File: src/mem_defs.svh
`ifndef MEM_DEFS_SVH
`define MEM_DEFS_SVH

// Bus data width in bits
`define MEM_DATA_W 64

// Byte address width
`define MEM_ADDR_W 32

// SRAM depth in data words
`define MEM_DEPTH 256

// One strobe bit per data byte
`define MEM_STRB_W (`MEM_DATA_W / 8)

`endif

File: src/axi_pkg.sv
`include "mem_defs.svh"

package axi_pkg;

    // Byte address as seen on AR and AW
    typedef logic [`MEM_ADDR_W-1:0] addr_t;

    // One bus word
    typedef logic [`MEM_DATA_W-1:0] data_t;

    // Byte enables for a write beat
    typedef logic [`MEM_STRB_W-1:0] strb_t;

    // Only the two codes this slave can return
    typedef enum logic [1:0] {
        OKAY   = 2'b00,
        SLVERR = 2'b10
    } axi_resp_e;

endpackage

File: src/arb_pkg.sv
package arb_pkg;

    // Read path owner, held from AR until the R handshake
    typedef enum logic [1:0] {
        ARB_IDLE = 2'd0,
        ARB_IFU  = 2'd1,
        ARB_LSU  = 2'd2
    } arb_state_e;

    typedef enum logic {
        REQ_IFU = 1'b0,
        REQ_LSU = 1'b1
    } requester_e;

endpackage

File: src/axi_rd_if.sv
`timescale 1ns/1ps

interface axi_rd_if
    import axi_pkg::*;
();

    // Read address channel
    logic      ar_valid;
    logic      ar_ready;
    addr_t     ar_addr;

    // Read data channel
    logic      r_valid;
    logic      r_ready;
    axi_resp_e r_resp;
    data_t     r_data;

    modport mst (
        output ar_valid,
        output ar_addr,
        input  ar_ready,
        input  r_valid,
        input  r_resp,
        input  r_data,
        output r_ready
    );

    modport slv (
        input  ar_valid,
        input  ar_addr,
        output ar_ready,
        output r_valid,
        output r_resp,
        output r_data,
        input  r_ready
    );

endinterface

File: src/axi_wr_if.sv
`timescale 1ns/1ps

interface axi_wr_if
    import axi_pkg::*;
();

    // Write address channel
    logic      aw_valid;
    logic      aw_ready;
    addr_t     aw_addr;

    // Write data channel
    logic      w_valid;
    logic      w_ready;
    data_t     w_data;
    strb_t     w_strb;

    // Write response channel
    logic      b_valid;
    logic      b_ready;
    axi_resp_e b_resp;

    modport mst (
        output aw_valid,
        output aw_addr,
        input  aw_ready,
        output w_valid,
        output w_data,
        output w_strb,
        input  w_ready,
        input  b_valid,
        input  b_resp,
        output b_ready
    );

    modport slv (
        input  aw_valid,
        input  aw_addr,
        output aw_ready,
        input  w_valid,
        input  w_data,
        input  w_strb,
        output w_ready,
        output b_valid,
        output b_resp,
        input  b_ready
    );

endinterface

File: src/axi_arbiter.sv
`timescale 1ns/1ps

module axi_arbiter
    import arb_pkg::*;
(
    input logic   clk,
    input logic   rst,
    axi_rd_if.slv ifu_rd,
    axi_rd_if.slv lsu_rd,
    axi_wr_if.slv lsu_wr,
    axi_rd_if.mst mem_rd,
    axi_wr_if.mst mem_wr
);

    arb_state_e state_q;
    arb_state_e state_d;
    requester_e owner;
    logic       granted;
    logic       r_done;

    assign r_done = mem_rd.r_valid && mem_rd.r_ready;

    // LSU wins a tie, grant held until the read data is taken
    always_comb begin
        state_d = state_q;
        case (state_q)
            ARB_IDLE: begin
                if (lsu_rd.ar_valid) begin
                    state_d = ARB_LSU;
                end else if (ifu_rd.ar_valid) begin
                    state_d = ARB_IFU;
                end
            end
            ARB_IFU, ARB_LSU: begin
                if (r_done) begin
                    state_d = ARB_IDLE;
                end
            end
            default: begin
                state_d = ARB_IDLE;
            end
        endcase
    end

    always_ff @(posedge clk) begin
        if (rst) begin
            state_q <= ARB_IDLE;
        end else begin
            state_q <= state_d;
        end
    end

    assign granted = (state_q != ARB_IDLE);
    assign owner   = (state_q == ARB_LSU) ? REQ_LSU : REQ_IFU;

    // Read request toward the SRAM
    assign mem_rd.ar_valid = granted &&
                             ((owner == REQ_LSU) ? lsu_rd.ar_valid : ifu_rd.ar_valid);
    assign mem_rd.ar_addr  = (owner == REQ_LSU) ? lsu_rd.ar_addr : ifu_rd.ar_addr;
    assign mem_rd.r_ready  = granted &&
                             ((owner == REQ_LSU) ? lsu_rd.r_ready : ifu_rd.r_ready);

    // Loser sees no ready and no valid
    assign lsu_rd.ar_ready = granted && (owner == REQ_LSU) && mem_rd.ar_ready;
    assign ifu_rd.ar_ready = granted && (owner == REQ_IFU) && mem_rd.ar_ready;
    assign lsu_rd.r_valid  = granted && (owner == REQ_LSU) && mem_rd.r_valid;
    assign ifu_rd.r_valid  = granted && (owner == REQ_IFU) && mem_rd.r_valid;

    // Payload fans out, only valid qualifies it
    assign lsu_rd.r_data = mem_rd.r_data;
    assign lsu_rd.r_resp = mem_rd.r_resp;
    assign ifu_rd.r_data = mem_rd.r_data;
    assign ifu_rd.r_resp = mem_rd.r_resp;

    // Write side has a single master
    assign mem_wr.aw_valid = lsu_wr.aw_valid;
    assign mem_wr.aw_addr  = lsu_wr.aw_addr;
    assign mem_wr.w_valid  = lsu_wr.w_valid;
    assign mem_wr.w_data   = lsu_wr.w_data;
    assign mem_wr.w_strb   = lsu_wr.w_strb;
    assign mem_wr.b_ready  = lsu_wr.b_ready;
    assign lsu_wr.aw_ready = mem_wr.aw_ready;
    assign lsu_wr.w_ready  = mem_wr.w_ready;
    assign lsu_wr.b_valid  = mem_wr.b_valid;
    assign lsu_wr.b_resp   = mem_wr.b_resp;

    // Read data reaches only the master whose address was taken
    a_ifu_r_own: assert property (
        @(posedge clk) disable iff (rst)
        $rose(ifu_rd.r_valid) |-> $past(ifu_rd.ar_valid && ifu_rd.ar_ready)
    );

    a_lsu_r_own: assert property (
        @(posedge clk) disable iff (rst)
        $rose(lsu_rd.r_valid) |-> $past(lsu_rd.ar_valid && lsu_rd.ar_ready)
    );

    // Pending read data keeps its owner
    a_grant_hold: assert property (
        @(posedge clk) disable iff (rst)
        mem_rd.r_valid && !mem_rd.r_ready |=> granted && $stable(owner)
    );

    // Idle means no request out and no read data left behind
    a_idle_no_ar: assert property (
        @(posedge clk) disable iff (rst)
        state_q == ARB_IDLE |-> !mem_rd.ar_valid && !mem_rd.r_valid
    );

endmodule

File: src/flat_wrapper.sv
// flat-port wrapper written by rule: the top's interface ports become plain ports
module axi_arbiter_flat import arb_pkg::*;
  (clk, rst, ifu_rd_ar_valid, ifu_rd_ar_addr, ifu_rd_ar_ready, ifu_rd_r_valid, ifu_rd_r_resp, ifu_rd_r_data, ifu_rd_r_ready, lsu_rd_ar_valid, lsu_rd_ar_addr, lsu_rd_ar_ready, lsu_rd_r_valid, lsu_rd_r_resp, lsu_rd_r_data, lsu_rd_r_ready, lsu_wr_aw_valid, lsu_wr_aw_addr, lsu_wr_aw_ready, lsu_wr_w_valid, lsu_wr_w_data, lsu_wr_w_strb, lsu_wr_w_ready, lsu_wr_b_valid, lsu_wr_b_resp, lsu_wr_b_ready, mem_rd_ar_valid, mem_rd_ar_addr, mem_rd_ar_ready, mem_rd_r_valid, mem_rd_r_resp, mem_rd_r_data, mem_rd_r_ready, mem_wr_aw_valid, mem_wr_aw_addr, mem_wr_aw_ready, mem_wr_w_valid, mem_wr_w_data, mem_wr_w_strb, mem_wr_w_ready, mem_wr_b_valid, mem_wr_b_resp, mem_wr_b_ready);
  axi_rd_if ifu_rd_i ();
  axi_rd_if lsu_rd_i ();
  axi_wr_if lsu_wr_i ();
  axi_rd_if mem_rd_i ();
  axi_wr_if mem_wr_i ();
  input logic clk;
  input logic rst;
  input wire logic [$bits(ifu_rd_i.ar_valid)-1:0] ifu_rd_ar_valid;
  input wire logic [$bits(ifu_rd_i.ar_addr)-1:0] ifu_rd_ar_addr;
  output wire logic [$bits(ifu_rd_i.ar_ready)-1:0] ifu_rd_ar_ready;
  output wire logic [$bits(ifu_rd_i.r_valid)-1:0] ifu_rd_r_valid;
  output wire logic [$bits(ifu_rd_i.r_resp)-1:0] ifu_rd_r_resp;
  output wire logic [$bits(ifu_rd_i.r_data)-1:0] ifu_rd_r_data;
  input wire logic [$bits(ifu_rd_i.r_ready)-1:0] ifu_rd_r_ready;
  input wire logic [$bits(lsu_rd_i.ar_valid)-1:0] lsu_rd_ar_valid;
  input wire logic [$bits(lsu_rd_i.ar_addr)-1:0] lsu_rd_ar_addr;
  output wire logic [$bits(lsu_rd_i.ar_ready)-1:0] lsu_rd_ar_ready;
  output wire logic [$bits(lsu_rd_i.r_valid)-1:0] lsu_rd_r_valid;
  output wire logic [$bits(lsu_rd_i.r_resp)-1:0] lsu_rd_r_resp;
  output wire logic [$bits(lsu_rd_i.r_data)-1:0] lsu_rd_r_data;
  input wire logic [$bits(lsu_rd_i.r_ready)-1:0] lsu_rd_r_ready;
  input wire logic [$bits(lsu_wr_i.aw_valid)-1:0] lsu_wr_aw_valid;
  input wire logic [$bits(lsu_wr_i.aw_addr)-1:0] lsu_wr_aw_addr;
  output wire logic [$bits(lsu_wr_i.aw_ready)-1:0] lsu_wr_aw_ready;
  input wire logic [$bits(lsu_wr_i.w_valid)-1:0] lsu_wr_w_valid;
  input wire logic [$bits(lsu_wr_i.w_data)-1:0] lsu_wr_w_data;
  input wire logic [$bits(lsu_wr_i.w_strb)-1:0] lsu_wr_w_strb;
  output wire logic [$bits(lsu_wr_i.w_ready)-1:0] lsu_wr_w_ready;
  output wire logic [$bits(lsu_wr_i.b_valid)-1:0] lsu_wr_b_valid;
  output wire logic [$bits(lsu_wr_i.b_resp)-1:0] lsu_wr_b_resp;
  input wire logic [$bits(lsu_wr_i.b_ready)-1:0] lsu_wr_b_ready;
  output wire logic [$bits(mem_rd_i.ar_valid)-1:0] mem_rd_ar_valid;
  output wire logic [$bits(mem_rd_i.ar_addr)-1:0] mem_rd_ar_addr;
  input wire logic [$bits(mem_rd_i.ar_ready)-1:0] mem_rd_ar_ready;
  input wire logic [$bits(mem_rd_i.r_valid)-1:0] mem_rd_r_valid;
  input wire logic [$bits(mem_rd_i.r_resp)-1:0] mem_rd_r_resp;
  input wire logic [$bits(mem_rd_i.r_data)-1:0] mem_rd_r_data;
  output wire logic [$bits(mem_rd_i.r_ready)-1:0] mem_rd_r_ready;
  output wire logic [$bits(mem_wr_i.aw_valid)-1:0] mem_wr_aw_valid;
  output wire logic [$bits(mem_wr_i.aw_addr)-1:0] mem_wr_aw_addr;
  input wire logic [$bits(mem_wr_i.aw_ready)-1:0] mem_wr_aw_ready;
  output wire logic [$bits(mem_wr_i.w_valid)-1:0] mem_wr_w_valid;
  output wire logic [$bits(mem_wr_i.w_data)-1:0] mem_wr_w_data;
  output wire logic [$bits(mem_wr_i.w_strb)-1:0] mem_wr_w_strb;
  input wire logic [$bits(mem_wr_i.w_ready)-1:0] mem_wr_w_ready;
  input wire logic [$bits(mem_wr_i.b_valid)-1:0] mem_wr_b_valid;
  input wire logic [$bits(mem_wr_i.b_resp)-1:0] mem_wr_b_resp;
  output wire logic [$bits(mem_wr_i.b_ready)-1:0] mem_wr_b_ready;
  assign ifu_rd_i.ar_valid = ifu_rd_ar_valid;
  assign ifu_rd_i.ar_addr = ifu_rd_ar_addr;
  assign ifu_rd_ar_ready = ifu_rd_i.ar_ready;
  assign ifu_rd_r_valid = ifu_rd_i.r_valid;
  assign ifu_rd_r_resp = ifu_rd_i.r_resp;
  assign ifu_rd_r_data = ifu_rd_i.r_data;
  assign ifu_rd_i.r_ready = ifu_rd_r_ready;
  assign lsu_rd_i.ar_valid = lsu_rd_ar_valid;
  assign lsu_rd_i.ar_addr = lsu_rd_ar_addr;
  assign lsu_rd_ar_ready = lsu_rd_i.ar_ready;
  assign lsu_rd_r_valid = lsu_rd_i.r_valid;
  assign lsu_rd_r_resp = lsu_rd_i.r_resp;
  assign lsu_rd_r_data = lsu_rd_i.r_data;
  assign lsu_rd_i.r_ready = lsu_rd_r_ready;
  assign lsu_wr_i.aw_valid = lsu_wr_aw_valid;
  assign lsu_wr_i.aw_addr = lsu_wr_aw_addr;
  assign lsu_wr_aw_ready = lsu_wr_i.aw_ready;
  assign lsu_wr_i.w_valid = lsu_wr_w_valid;
  assign lsu_wr_i.w_data = lsu_wr_w_data;
  assign lsu_wr_i.w_strb = lsu_wr_w_strb;
  assign lsu_wr_w_ready = lsu_wr_i.w_ready;
  assign lsu_wr_b_valid = lsu_wr_i.b_valid;
  assign lsu_wr_b_resp = lsu_wr_i.b_resp;
  assign lsu_wr_i.b_ready = lsu_wr_b_ready;
  assign mem_rd_ar_valid = mem_rd_i.ar_valid;
  assign mem_rd_ar_addr = mem_rd_i.ar_addr;
  assign mem_rd_i.ar_ready = mem_rd_ar_ready;
  assign mem_rd_i.r_valid = mem_rd_r_valid;
  assign mem_rd_i.r_resp = mem_rd_r_resp;
  assign mem_rd_i.r_data = mem_rd_r_data;
  assign mem_rd_r_ready = mem_rd_i.r_ready;
  assign mem_wr_aw_valid = mem_wr_i.aw_valid;
  assign mem_wr_aw_addr = mem_wr_i.aw_addr;
  assign mem_wr_i.aw_ready = mem_wr_aw_ready;
  assign mem_wr_w_valid = mem_wr_i.w_valid;
  assign mem_wr_w_data = mem_wr_i.w_data;
  assign mem_wr_w_strb = mem_wr_i.w_strb;
  assign mem_wr_i.w_ready = mem_wr_w_ready;
  assign mem_wr_i.b_valid = mem_wr_b_valid;
  assign mem_wr_i.b_resp = mem_wr_b_resp;
  assign mem_wr_b_ready = mem_wr_i.b_ready;
  axi_arbiter u_core (.clk(clk), .rst(rst), .ifu_rd(ifu_rd_i), .lsu_rd(lsu_rd_i), .lsu_wr(lsu_wr_i), .mem_rd(mem_rd_i), .mem_wr(mem_wr_i));
endmodule
File: config.mk
export PLATFORM = sky130hd
export DESIGN_NAME = axi_arbiter_flat
export DESIGN_NICKNAME = d
export VERILOG_FILES = /design/src/axi_pkg.sv /design/src/arb_pkg.sv /design/src/axi_rd_if.sv /design/src/axi_wr_if.sv /design/src/axi_arbiter.sv /design/src/flat_wrapper.sv
export VERILOG_INCLUDE_DIRS = /design/src
export SDC_FILE = /design/constraint.sdc
export NUM_CORES = 1
export LEC_CHECK = 0
export ABC_AREA = 1
export BUFFER_PORTS_ARGS = -buffer_cell sky130_fd_sc_hd__buf_2
export CAP_MARGIN = 30
export CORE_AREA = 2 2 207 209
export CTS_CLUSTER_DIAMETER = 80
export CTS_CLUSTER_SIZE = 30
export DETAILED_ROUTE_END_ITERATION = 10
export DIE_AREA = 0 0 209 211
export RECOVER_POWER = 25
export SYNTH_ARGS = -nofsm -noshare
export SYNTH_HDL_FRONTEND = slang
export SYNTH_SLANG_ARGS = --single-unit
File: constraint.sdc
create_clock -name clk -period 2.8 [get_ports clk]
set_clock_uncertainty 0.15 [all_clocks]
set_input_delay 0.14 -clock clk [delete_from_list [all_inputs] [get_ports clk]]
set_output_delay 0.14 -clock clk [all_outputs]
set_load 0.005 [all_outputs]
==> flow_summary_export.csv <==
group,metric,value,unit
global_routing,grt_start_max_net_pins,38,
setup_path,critPathArrivalTime,1840,ps
timing,hold_viol_final,0,
routing,post-route-drc-count,0,
setup_path,startpoint_type,"flip-flop",
timing,whs,48.8,ps
clock_tree,cts_max_level,1,
global_routing,gr-total-overflow,0,
outcome,outcome,"finished clean",
setup_path,critPathKind,"reg -> out",
yosys,synth.distinct_cells,16,
setup_path,r2r_slack,790,ps
yosys,syn_avg_cell_area,6.42,um^2
power,vdd_drop_max,663,uV
flow_run,maxCapViolCount,0,
yosys,synth.most_common_cell,"buf_4",
yosys,synthTopCellsByCount,"buf_4 (244), nand2_1 (104), inv_1 (7), a21oi_1 (4)",
placement,place.gp.congestion,0.684,
finish,register_area,40.0,um^2
finish,final_nets,499,
timing,slew_viol_final,0,
finish,top_regs,"u_core.state_q: 2 flops",
yosys,yosys.area.top_type,"buf_4",
routing,drt_iter0_markers,64,
finish,num_antenna_cells,0,
yosys,yosysSeqAreaShare,0.0164,
setup_path,end_kind,"primary output",
die,start_util,0.0586,
die,pin_count,532,
yosys,synth_flop_cell,"dfxtp_1",
timing,rsz0062_at_grt,"false",
yosys,syn_nets,634,
timing,fin_crit,2130,ps
die,coreArea,0.0418,mm^2
routing,via_per_inst,2.04,
timing,tightest_slew,801,ps
finish,largest_reg_flops,2,
die,die_y,211,um
global_routing,antenna_found_initial,2,
yosys,async_flop_share,0,
global_routing,grt_first_pass_wirelength,12700,um
clock_tree,clock_sinks,2,
hold_path,hold_class,"in -> reg",
global_routing,grt_usage,0.0427,
timing,finalSetupTns,0,ps
clock_tree,ctsLongestPathBuffers,2,
finish,n_fill_cell,4976,
power,cellLeakagePower,0.000881,uW
clock_tree,cts_tree,"yes",
routing,route.vias.total,1600,
die,die_area,0.0441,mm^2
clock_tree,path_clk_slew,30,ps
timing,max_freq,470,MHz
timing,relSlewSlack,0.465,
yosys,synth_top_area_frac,0.748,
global_routing,first_global_vias,1606,
die,die_x,209,um
yosys,syn-cell-area,0.00245,mm^2
timing,setup_viol,0,
yosys,ys_seq_elements,2,
clock_tree,cts_setup_buffers,0,
finish,multi_input_area,510,um^2
die,rows,75,
routing,wirelength,10300,um
yosys,yosys-top-cells-area,"buf_4 (75%), nand2_1 (16%), dfxtp_1 (1.6%)",
finish,syn2layout_area_growth,-22.6,%
clock_tree,cts_buffers,3,
finish,top_register,"u_core.state_q",
placement,portBuffers,109,
yosys,synth_edf_count,0,
yosys,synth_warnings,0,
timing,fin_crit_sh,0.760,
routing,wl_per_cell,13.1,um
finish,drive_gt1_frac,0.488,
setup_path,required,2510,ps
placement,hpwlAfterDp,8450,um
clock_tree,cts-root-buf,"clkbuf_16",
yosys,synth_cells,381,
clock_tree,clk_latency,220,ps
routing,ant_nets,0,
power,p_per_area,500,mW/mm^2
routing,firstDrtPassIters,4,
setup_path,worst-path-max-fanout,33,
[metal layers]
metal / GRT usage / share of wire / vias to the layer above
met5: 0 / 0 / -
met4: 0.0707 / 0.16 / 0
met3: 0.0321 / 0.20 / 136
met2: 0.0645 / 0.41 / 257
met1: 0.0253 / 0.22 / 586
li1: - / - / 621
[cell usage in the layout, fill, tap and decap left out]
master / netlist / routed
buf_4: 244 / 1
nand2_1: 104 / 104
inv_2: 1 / 1
buf_2: 3 / 109
or2_0: 1 / 1
inv_1: 7 / 7
nor3b_1: 2 / 2
ha_2: 0 / 1
clkbuf_16: 0 / 3
o21ai_0: 1 / 1
a21oi_1: 4 / 4
nand3_1: 1 / 1
ha_1: 3 / 2
nand3_2: 1 / 1
nand2_2: 3 / 3
dfxtp_1: 2 / 2
dlygate4sd3_1: 0 / 1
[report_power, final]
group          switching, uW  total (uW)  leakage, uW  internal (uW)
Clock                   32.4         214    0.0000370            182
Sequential              6.44        47.0    0.0000165           40.6
Combinational            422         686     0.000828            264
[worst max-delay path, stage by stage, from the launching register on]
cell     delay, ps
dfxtp_1        290
inv_1           70
ha_2           200
inv_2          580
nand2_1        180
a21oi_1        170
buf_2          120
[kinds of logic after synthesis]
| family | after synthesis | synth area share |
|---|---|---|
| buf+inv | 259 | 0.776 |
| simple gates | 112 | 0.182 |
| compound gates | 5 | 0.0102 |
| fa+ha+maj | 3 | 0.0153 |
| flops | 2 | 0.0164 |
[final timing paths]
check,from,end,cells past startpoint
worst min-delay path,lsu_rd_ar_valid,u_core.state_q[1],3
worst max-delay path,u_core.state_q[0],mem_rd_r_ready,6
worst max register to register,u_core.state_q[0],u_core.state_q[1],10
worst min register to register,u_core.state_q[1],u_core.state_q[1],2
[what timing repair did]
item / CTS / global route
hold endpoints to repair: 1 / 0
gates resized for setup: 0 / 0
setup endpoints to repair: 0 / 0
hold buffers: 1 / 0
[layout make-up]
cell class | instances | area share
clock buffer | 3 | 0.0397
inverter | 8 | 0.0159
multi-input combinational | 120 | 0.270
sequential | 2 | 0.0211
tap | 539 | 0.356
timing repair buffer | 111 | 0.297
[per-stage QoR]
stage | util | cells | power, uW | instance area [um^2] | setup WS [ps]
floorplan | - | 381 | 694 | 2450 | 1450
global route | 0.0453 | 783 | 1030 | 1890 | 515
global placement | 0.0433 | 779 | 736 | 1810 | 815
detailed placement | 0.0433 | 779 | 734 | 1810 | 793
CTS | 0.0453 | 783 | 954 | 1890 | 678
finish | 0.0453 | 783 | 947 | 1890 | 671
Note: power is estimated with default switching activity, not from simulation.
